--- src/design/nes_bus_pkg.sv ---
package nes_bus_pkg;

	// CPU-visible register addresses
	localparam logic [15:0] SPRITE_DMA_REG = 16'h4014; // Write starts sprite DMA
	localparam logic [15:0] OAM_DATA_REG   = 16'h2004; // Sprite DMA write target
	localparam logic [15:0] JOY1_REG       = 16'h4016; // Joypad 1, strobe latch on write
	localparam logic [15:0] JOY2_REG       = 16'h4017; // Joypad 2
	localparam logic [15:0] APU_STATUS_REG = 16'h4015; // Only readable audio register

	// Picture unit window, upper bound exclusive
	localparam logic [15:0] PPU_LO = 16'h2000;
	localparam logic [15:0] PPU_HI = 16'h4000;

	// Audio and IO window
	localparam logic [15:0] APU_LO = 16'h4000;
	localparam logic [15:0] APU_HI = 16'h4018;

	// Master clock dividers
	// CPU divider must stay three times the PPU divider
	localparam int DEFAULT_CPU_DIV = 12;
	localparam int DEFAULT_PPU_DIV = 4;

	// Page and offset view of a bus address
	typedef struct packed {
		logic [7:0] page;   // High byte
		logic [7:0] offset; // Low byte
	} bus_addr_s;

	// Sprite DMA steps the offset only, the decoder looks at the full word
	typedef union packed {
		logic [15:0] word;
		bus_addr_s   part;
	} bus_addr_u;

endpackage
--- src/design/nes_bus_top.sv ---
`timescale 1ns/1ps

module nes_bus_top import nes_bus_pkg::*; #(
	parameter int CPU_DIV = DEFAULT_CPU_DIV,
	parameter int PPU_DIV = DEFAULT_PPU_DIV
) (
	input  logic        clk,
	input  logic        reset,
	input  logic [15:0] cpu_addr,
	input  logic [7:0]  cpu_dout,
	input  logic        cpu_rnw,
	input  logic        dmc_trigger,
	input  logic [15:0] dmc_addr,
	input  logic [7:0]  ppu_dout,
	input  logic [7:0]  apu_dout,
	input  logic [7:0]  mem_din,
	input  logic        prg_allow,
	input  logic [4:0]  joypad1_data,
	input  logic [4:0]  joypad2_data,
	input  logic [1:0]  sys_type,
	output logic        cpu_ce,
	output logic        ppu_ce,
	output logic        cpu_reset,
	output logic        pause_cpu,
	output logic        dmc_ack,
	output logic [15:0] bus_addr,
	output logic [7:0]  bus_dout,
	output logic        bus_read,
	output logic        bus_write,
	output logic [7:0]  cpu_din,
	output logic        ppu_read,
	output logic        ppu_write,
	output logic [2:0]  joypad_out,
	output logic [1:0]  joypad_clock
);
	logic        odd_cycle, ppu_slot_read, ppu_slot_write;
	logic [15:0] dma_addr;
	logic        dma_enable, dma_read;
	logic [7:0]  dma_data;
	logic        sprite_start;
	logic        ppu_sel, apu_sel, joy1_sel, joy2_sel;

	clock_enables #(.CPU_DIV(CPU_DIV), .PPU_DIV(PPU_DIV)) u_clock_enables (
		.clk, .reset, .sys_type, .cpu_ce, .ppu_ce, .odd_cycle,
		.ppu_slot_read, .ppu_slot_write, .cpu_reset
	);

	// Read data loops back as the DMA source byte
	dma_controller u_dma_controller (
		.clk, .reset, .cpu_ce, .odd_cycle, .sprite_start, .cpu_rnw, .cpu_dout,
		.ram_data(cpu_din), .dmc_trigger, .dmc_addr, .dma_addr, .dma_enable,
		.dma_read, .dma_data, .dmc_ack, .pause_cpu
	);

	bus_arbiter u_bus_arbiter (
		.clk, .reset, .cpu_addr, .cpu_dout, .cpu_rnw, .dma_addr, .dma_enable,
		.dma_read, .dma_data, .ppu_slot_read, .ppu_slot_write, .bus_addr,
		.bus_dout, .bus_read, .bus_write, .sprite_start, .ppu_sel, .apu_sel,
		.joy1_sel, .joy2_sel, .ppu_read, .ppu_write, .joypad_out, .joypad_clock
	);

	read_data_mux u_read_data_mux (
		.clk, .reset, .bus_addr, .apu_sel, .ppu_sel, .joy1_sel, .joy2_sel,
		.joypad1_data, .joypad2_data, .apu_dout, .ppu_dout, .mem_din,
		.prg_allow, .cpu_din
	);

endmodule

--- src/design/read_data_mux.sv ---
`timescale 1ns/1ps

module read_data_mux import nes_bus_pkg::*; (
	input  logic        clk,
	input  logic        reset,
	input  logic [15:0] bus_addr,
	input  logic        apu_sel,
	input  logic        ppu_sel,
	input  logic        joy1_sel,
	input  logic        joy2_sel,
	input  logic [4:0]  joypad1_data,
	input  logic [4:0]  joypad2_data,
	input  logic [7:0]  apu_dout,
	input  logic [7:0]  ppu_dout,
	input  logic [7:0]  mem_din,
	input  logic        prg_allow,  // Memory drives the bus for this address
	output logic [7:0]  cpu_din
);
	logic [7:0] open_bus; // Last value seen on the data bus

	always_comb begin
		if (reset)
			cpu_din = 8'h00;
		else if (joy1_sel)
			cpu_din = {open_bus[7:5], joypad1_data}; // Pads drive only five bits
		else if (joy2_sel)
			cpu_din = {open_bus[7:5], joypad2_data};
		else if (bus_addr == APU_STATUS_REG)
			cpu_din = apu_dout;
		else if (apu_sel)
			cpu_din = open_bus; // Write-only audio registers
		else if (ppu_sel)
			cpu_din = ppu_dout;
		else if (prg_allow)
			cpu_din = mem_din;
		else
			cpu_din = open_bus; // Nothing answered
	end

	// Bus capacitance holds the previous value
	always_ff @(posedge clk) begin
		open_bus <= cpu_din;
	end

endmodule

--- src/design/bus_arbiter.sv ---
`timescale 1ns/1ps

module bus_arbiter import nes_bus_pkg::*; (
	input  logic        clk,
	input  logic        reset,
	input  logic [15:0] cpu_addr,
	input  logic [7:0]  cpu_dout,
	input  logic        cpu_rnw,
	input  logic [15:0] dma_addr,
	input  logic        dma_enable,
	input  logic        dma_read,
	input  logic [7:0]  dma_data,
	input  logic        ppu_slot_read,
	input  logic        ppu_slot_write,
	output logic [15:0] bus_addr,
	output logic [7:0]  bus_dout,
	output logic        bus_read,
	output logic        bus_write,
	output logic        sprite_start,
	output logic        ppu_sel,
	output logic        apu_sel,
	output logic        joy1_sel,
	output logic        joy2_sel,
	output logic        ppu_read,
	output logic        ppu_write,
	output logic [2:0]  joypad_out,   // Strobe bits for both pads
	output logic [1:0]  joypad_clock  // One bit per pad
);
	bus_addr_u addr;
	logic [2:0] joy_latch;

	// DMA takes the bus whenever it asks
	assign addr.word = dma_enable ? dma_addr : cpu_addr;
	assign bus_addr  = addr.word;
	assign bus_dout  = dma_enable ? dma_data : cpu_dout;
	assign bus_read  = dma_enable ? dma_read : cpu_rnw;
	assign bus_write = !bus_read;

	// Window decode on the full word
	assign ppu_sel  = (addr.word >= PPU_LO) && (addr.word < PPU_HI);
	assign apu_sel  = (addr.word >= APU_LO) && (addr.word < APU_HI);
	assign joy1_sel = (addr.word == JOY1_REG);
	assign joy2_sel = (addr.word == JOY2_REG);

	assign sprite_start = bus_write && (addr.word == SPRITE_DMA_REG);

	// Picture unit only sees an access in its own dot
	assign ppu_read  = ppu_sel && bus_read && ppu_slot_read;
	assign ppu_write = ppu_sel && bus_write && ppu_slot_write;

	assign joypad_clock = {joy2_sel && bus_read, joy1_sel && bus_read};
	assign joypad_out   = joy_latch;

	always_ff @(posedge clk) begin
		if (reset)
			joy_latch <= 3'b000;
		else if (joy1_sel && bus_write)
			joy_latch <= bus_dout[2:0]; // Low three bits of the 0x4016 write
	end

endmodule

--- src/design/dma_controller.sv ---
`timescale 1ns/1ps

module dma_controller import nes_bus_pkg::*; (
	input  logic        clk,
	input  logic        reset,
	input  logic        cpu_ce,
	input  logic        odd_cycle,
	input  logic        sprite_start, // CPU write to 0x4014
	input  logic        cpu_rnw,      // CPU is in a read cycle
	input  logic [7:0]  cpu_dout,     // Page number on the start write
	input  logic [7:0]  ram_data,     // Read data returned by the bus
	input  logic        dmc_trigger,  // Sample DMA request level
	input  logic [15:0] dmc_addr,
	output logic [15:0] dma_addr,
	output logic        dma_enable,   // DMA owns the bus
	output logic        dma_read,     // 1 read, 0 write
	output logic [7:0]  dma_data,
	output logic        dmc_ack,
	output logic        pause_cpu
);
	// Bit 0 stalls the CPU, bit 1 means the copy owns the bus
	localparam logic [1:0] SPR_IDLE = 2'b00;
	localparam logic [1:0] SPR_PEND = 2'b01;
	localparam logic [1:0] SPR_RUN  = 2'b11;

	logic [1:0] spr_state;
	logic       dmc_pend;   // Sample read waiting for an even cycle
	bus_addr_u  src;        // Copy source, page fixed, offset stepped
	logic [7:0] last_val;   // Byte read on the previous even cycle
	logic [8:0] next_off;   // Offset plus carry out

	assign next_off = {1'b0, src.part.offset} + 9'd1;

	always_ff @(posedge clk) begin
		if (reset) begin
			spr_state <= SPR_IDLE;
			dmc_pend  <= 1'b0;
		end else if (cpu_ce) begin
			// Sample DMA only lines up behind a CPU read on an even cycle
			if (!dmc_pend && dmc_trigger && cpu_rnw && !odd_cycle)
				dmc_pend <= 1'b1;
			if (dmc_pend && !odd_cycle)
				dmc_pend <= 1'b0; // Stolen cycle done
			if (sprite_start)
				spr_state <= SPR_PEND;
			if (spr_state == SPR_PEND && cpu_rnw && odd_cycle)
				spr_state <= SPR_RUN; // First read lands on the following even cycle
			if (spr_state == SPR_RUN && !odd_cycle && dmc_pend)
				spr_state <= SPR_PEND; // Read lost to sample DMA, redo it
			if (spr_state == SPR_RUN && odd_cycle && next_off[8])
				spr_state <= SPR_IDLE; // Write of offset 0xFF was the last
		end
	end

	// Source address and read latch
	always_ff @(posedge clk) begin
		if (cpu_ce) begin
			if (sprite_start) begin
				src.part.page   <= cpu_dout;
				src.part.offset <= 8'h00;
			end else if (spr_state == SPR_RUN && odd_cycle) begin
				src.part.offset <= next_off[7:0];
			end
			if (spr_state == SPR_RUN && !odd_cycle)
				last_val <= ram_data;
		end
	end

	assign dmc_ack    = dmc_pend && !odd_cycle;
	assign dma_enable = dmc_ack || spr_state[1];
	assign dma_read   = !odd_cycle; // Even read, odd write
	assign dma_data   = last_val;
	assign pause_cpu  = spr_state[0] || dmc_trigger;

	always_comb begin
		if (dmc_ack)
			dma_addr = dmc_addr;
		else if (!odd_cycle)
			dma_addr = src.word;
		else
			dma_addr = OAM_DATA_REG;
	end

endmodule

--- src/design/clock_enables.sv ---
`timescale 1ns/1ps

module clock_enables import nes_bus_pkg::*; #(
	parameter int CPU_DIV = DEFAULT_CPU_DIV,
	parameter int PPU_DIV = DEFAULT_PPU_DIV
) (
	input  logic       clk,
	input  logic       reset,
	input  logic [1:0] sys_type,       // Bit 0 selects PAL
	output logic       cpu_ce,         // One clock per CPU cycle
	output logic       ppu_ce,         // One clock per picture unit dot
	output logic       odd_cycle,      // 1 on odd CPU cycles
	output logic       ppu_slot_read,  // Picture unit read tick
	output logic       ppu_slot_write, // Picture unit write tick
	output logic       cpu_reset       // Held until first CPU tick
);
	localparam int CW = $clog2(CPU_DIV + 1);
	localparam int PW = $clog2(PPU_DIV + 1);

	logic [CW-1:0] div_cpu;       // Counts 1..CPU_DIV
	logic [PW-1:0] div_ppu;       // Counts 1..PPU_DIV
	logic [1:0]    ppu_tick;      // Dot index within the CPU cycle
	logic [2:0]    pal_count;     // PAL five cycle counter
	logic [1:0]    last_sys_type;
	logic          hold_reset;
	logic          stretch;       // This CPU cycle gets one extra dot

	assign cpu_ce  = (div_cpu == CW'(CPU_DIV));
	assign ppu_ce  = (div_ppu == PW'(PPU_DIV));
	assign stretch = sys_type[0] && (pal_count == 3'd4);

	// Slots shift by one dot in a stretched cycle
	assign ppu_slot_read  = (ppu_tick == (stretch ? 2'd2 : 2'd1));
	assign ppu_slot_write = (ppu_tick == (stretch ? 2'd1 : 2'd0));
	assign cpu_reset      = hold_reset;

	always_ff @(posedge clk) begin
		last_sys_type <= sys_type;
		if (reset || last_sys_type != sys_type) begin
			// Realign both dividers to a common start
			div_cpu   <= CW'(1);
			div_ppu   <= PW'(1);
			ppu_tick  <= 2'd0;
			pal_count <= 3'd0;
		end else begin
			// CPU divider frozen for the first dot of the stretched cycle
			if (!(stretch && ppu_tick == 2'd0))
				div_cpu <= cpu_ce ? CW'(1) : div_cpu + 1'b1;
			div_ppu <= ppu_ce ? PW'(1) : div_ppu + 1'b1;
			if (cpu_ce)
				ppu_tick <= 2'd0; // Restart dot index with the CPU cycle
			else if (ppu_ce)
				ppu_tick <= ppu_tick + 2'd1;
			if (cpu_ce && sys_type[0])
				pal_count <= (pal_count == 3'd4) ? 3'd0 : pal_count + 3'd1;
		end
	end

	// Cycle parity and CPU reset hold
	always_ff @(posedge clk) begin
		if (reset) begin
			odd_cycle  <= 1'b1;
			hold_reset <= 1'b1;
		end else if (cpu_ce) begin
			odd_cycle  <= ~odd_cycle;
			hold_reset <= 1'b0; // Drops on the clock after the first tick
		end
	end

endmodule

--- config.mk ---
export PLATFORM = sky130hd
export DESIGN_NAME = nes_bus_top
export DESIGN_NICKNAME = d
export VERILOG_FILES = /design/src/design/nes_bus_pkg.sv /design/src/design/nes_bus_top.sv /design/src/design/read_data_mux.sv /design/src/design/bus_arbiter.sv /design/src/design/dma_controller.sv /design/src/design/clock_enables.sv
export SDC_FILE = /design/constraint.sdc
export NUM_CORES = 1
export LEC_CHECK = 0
export ABC_AREA = 1
export BUFFER_PORTS_ARGS = -buffer_cell sky130_fd_sc_hd__buf_4
export CORE_ASPECT_RATIO = 1.25
export CORE_MARGIN = 1.5
export CORE_UTILIZATION = 35
export DETAILED_ROUTE_END_ITERATION = 7
export GPL_ROUTABILITY_DRIVEN = 0
export PLACE_DENSITY_LB_ADDON = 0.05
export SLEW_MARGIN = 20
export SYNTH_ARGS = -nofsm -noshare
export SYNTH_HDL_FRONTEND = slang
export SYNTH_SLANG_ARGS = --single-unit
--- constraint.sdc ---
create_clock -name clk -period 4.1 [get_ports clk]
set_clock_uncertainty 0.1 [all_clocks]
set_input_delay 0.205 -clock clk [delete_from_list [all_inputs] [get_ports clk]]
set_output_delay 0.205 -clock clk [all_outputs]
set_load 0.01 [all_outputs]
==> flow_metrics.py <==
metrics = {
    "critical_path": {
        "r2r_cells": 11,
        "rrSetupSlack_ns": 0.80,
        "cp_slowest_cell": "nor2_2",
        "path_delay_family": "simple AND/OR/NAND/NOR gates",
        "setup.worst_path.start_class": "flop",
        "reg2reg_from": "u_dma_controller.dmc_pend",
        "crit_path_end_kind": "output pin",
        "path_cells": "buf_4 > o21a_1 > nand2_1 > nand2_1 > nand2_1 > nor2_2 > nand3_1 > nor2_2 > nand3_1 > nand3_1 > nor2_1 > buf_4",
        "critical-path-max-stage-delay_ns": 0.56,
        "critPathKind": "reg -> out",
        "arrival_ns": 3.38,
        "path_max_fanout": 29,
        "cp_num_buf_inv": 2,
        "reg2reg_to": "u_dma_controller.dma_data[4]",
        "required_ns": 3.80,
    },
    "synthesis": {
        "syn_area_mm2": 0.00358,
        "yosys_warnings": 0,
        "seq_area_frac_synth_pct": 36.9,
        "syn_avg_cell_area_um2": 6.85,
        "synth_cell_types": 38,
        "synth_seq_cells": 54,
        "syn_inst": 522,
        "synthesis.nets": 611,
    },
    "detailed_routing": {
        "routed-wl-met2_mm": 4.80,
        "wl_mm": 10.4,
        "dr.first_iter.drc_count": 174,
        "ant_nets": 0,
        "topRoutingLayerUsed": "met4",
        "wl_met3_um": 736,
        "firstDrtPassIters": 4,
        "wl_per_cell_um": 13.2,
        "vias_per_cell": 4.71,
        "vias": 3695,
        "drc": 0,
        "drt-met1-wl_mm": 4.65,
    },
    "timing": {
        "fmax_ghz": 0.271,
        "layout_min_cycle_time_ns": 3.69,
        "rsz0062_at_grt": "false",
        "setup_viol": 0,
        "finalMaxSlewViolations": 0,
        "timing.slew.headroom_pct": 49.0,
        "holdWs_ns": 0.0701,
        "tightest_slew_ns": 0.763,
        "finalCritPeriodShare_pct": 90.0,
        "fin_tns_setup_ns": 0,
        "hold_viol_final": 0,
    },
    "power_and_ir_drop": {
        "ir_drop_v": 0.000161,
        "p_per_area_mw_per_mm2": 261,
        "pwr-share-seq_pct": 45.1,
        "intPower_w": 0.000971,
        "combPwrFrac_pct": 16.5,
        "p_leak_nw": 2.45,
        "swShare_pct": 23.8,
        "net-switching-power_w": 0.000304,
        "power_frac_clock_pct": 38.3,
    },
    "flow_run": {
        "cap_violations": 0,
    },
    "hold_path": {
        "whs_path_depth": 2,
        "hold_end": "u_dma_controller.spr_state[1]",
        "hold_class": "in -> reg",
        "worstHoldStart": "reset",
    },
    "clock_network": {
        "cts_setup_buffers": 0,
        "clockBufferDepth": 2,
        "htree_levels": 2,
        "cts_tree": "built",
        "clk_pin_slew_ns": 0.07,
        "cts_made_buffers": 5,
        "cts_resized": 0,
        "cts_root_buf": "clkbuf_16",
        "insertion_delay_ns": 0.29,
        "clock-sinks": 54,
    },
    "floorplan": {
        "ios": 127,
        "row_count": 41,
        "start_util_pct": 35.8,
        "fp.coreArea_mm2": 0.0100,
        "die_area_mm2": 0.0108,
        "die_x_um": 93.4,
        "die_y_um": 116,
    },
    "layout": {
        "syn_to_final_growth_pct": 36.6,
        "fill_cells": 1038,
        "drive_above_1_share_pct": 26.1,
        "final_nets": 744,
        "diodes": 0,
    },
    "global_route": {
        "grt_pass1_wl_mm": 17.0,
        "overflow": 0,
        "grt_max_degree": 30,
        "antenna_found_initial": 0,
        "grtUsageTotal_pct": 19.8,
        "grt_pass1_vias": 3528,
    },
    "outcome": {
        "status": "finished clean",
    },
    "place": {
        "dp_hpwl_mm": 8.16,
        "io_buffers": 126,
    },
}
cell families (layout without fill, tap and decap cells):
| group | after synthesis | after routing | synth area share, % |
|---|---|---|---|
| and+or+nand+nor | 301 | 301 | 37.0 |
| buffers and inverters | 94 | 228 | 11.2 |
| DFF | 54 | 54 | 36.9 |
| AOI/OAI and AO/OA | 48 | 48 | 7.42 |
| xor gates and xnor gates | 9 | 9 | 2.20 |
| adders and majority gates | 8 | 8 | 2.80 |
| muxes | 8 | 8 | 2.52 |
Yosys cell counts, drive strengths merged:
cell type  number  area (um^2)
nor3            3         15.0
xnor2           1         8.76
xor2            8         70.1
buf            13         95.1
mux2            8         90.1
nor4            2         12.5
or2             3         18.8
a2111oi         1         8.76
a211oi          2         15.0
nand3          50          265
o21a            2         15.0
ha              8          100
a311oi          1         8.76
nand2         165          622
clkbuf          2         7.51
or4             1         7.51
nor2           64          285
a31oi           1         6.26
o211ai          1         7.51
dfxtp          30          601
edfxtp         24          721
inv            78          293
a21oi          21          109
and2            1         6.26
o21ai          19         95.1
clkinv          1         3.75
nand4          12         90.1
cell type report:
cell class / instances / area [um^2] / share of cell area, %
clock buffer: 6 / 129 / 2.64
clock inverter: 2 / 37.5 / 0.768
inverter: 79 / 297 / 6.07
multi-input combinational: 374 / 1860 / 38.0
timing repair buffer: 141 / 1080 / 22.2
sequential: 54 / 1320 / 27.0
tap: 129 / 161 / 3.30
worst reg2reg max path, delay by kind of cell, from the launching register on:
kind / cells / cell delay [ns]
compound gates: 1 / 0.47
buf+inv: 1 / 0.32
flops: 1 / 0.42
simple gates: 9 / 1.73
timing repair:
action,CTS,global route
endpoints found under the setup margin,0,0
hold endpoints to repair,9,1
hold buffers,9,1
per-stage QoR:
step	instances	area (um^2)	util, %	total power [W]	setup WS (ns)
after global placement	767	4620	46.2	0.000791	0.762
after CTS	784	4880	48.7	0.00129	0.370
final	785	4890	48.8	0.00127	0.410
after detailed placement	767	4620	46.2	0.000791	0.698
after global routing	785	4890	48.8	0.00133	0.0115
after floorplan	522	3580	-	0.000678	1.53
power groups by stage:
| stage | logic (W) | registers, W | clock network (W) |
|---|---|---|---|
| floorplan | 0.0000922 | 0.000586 | 0 |
| global placement | 0.000203 | 0.000588 | 0 |
| detailed placement | 0.000204 | 0.000587 | 0 |
| CTS | 0.000211 | 0.000575 | 0.000500 |
| global route | 0.000234 | 0.000576 | 0.000520 |
| finish | 0.000211 | 0.000575 | 0.000489 |
routing by layer:
metal / vias up / track usage, %
li1: 1927 / -
met1: 1620 / 26.4
met2: 135 / 33.1
met3: 13 / 2.82
met4: 0 / 5.96
met5: - / 0
cells in the final DEF, fill, tap and decap left out, types with 3 or more instances in the layout:
master and count:
edfxtp_1 24, o21ai_0 14, dlygate4sd3_1 10, mux2_2 8, nor3_1 3, nor2_2 9
ha_1 8, a21oi_1 20, inv_1 74, clkbuf_16 5, xor2_1 8, o21ai_1 5
nor2_1 52, buf_4 131, dfxtp_1 30, nor2_4 3, nand2_1 164, nand3_1 47
nand3_2 3, nand4_1 11, inv_2 4, or2_2 3
how the worst max path moves through the flow:
stage / startpoint / end / slack (ns) / depth (start not counted)
2_1_floorplan: u_dma_controller.spr_state[1] / u_dma_controller.src[0] / 1.53 / 8
3_3_place_gp: u_dma_controller.dmc_pend / cpu_din[4] / 0.76 / 12
3_5_place_dp: u_dma_controller.dmc_pend / cpu_din[3] / 0.70 / 12
4_1_cts: u_dma_controller.dmc_pend / cpu_din[3] / 0.37 / 12
5_1_grt: u_dma_controller.dmc_pend / cpu_din[4] / 0.01 / 12
6_report: u_dma_controller.dmc_pend / cpu_din[4] / 0.41 / 12
flip-flops by register name (all words and copies together) (netlist names), 3 cells and up:
register and flops:
u_clock_enables.div_ppu 3, u_read_data_mux.open_bus 8, u_dma_controller.src 16, u_clock_enables.pal_count 3, u_clock_enables.div_cpu 4, u_dma_controller.dma_data 8, u_bus_arbiter.joypad_out 3
(Power assumes the default switching activity.)
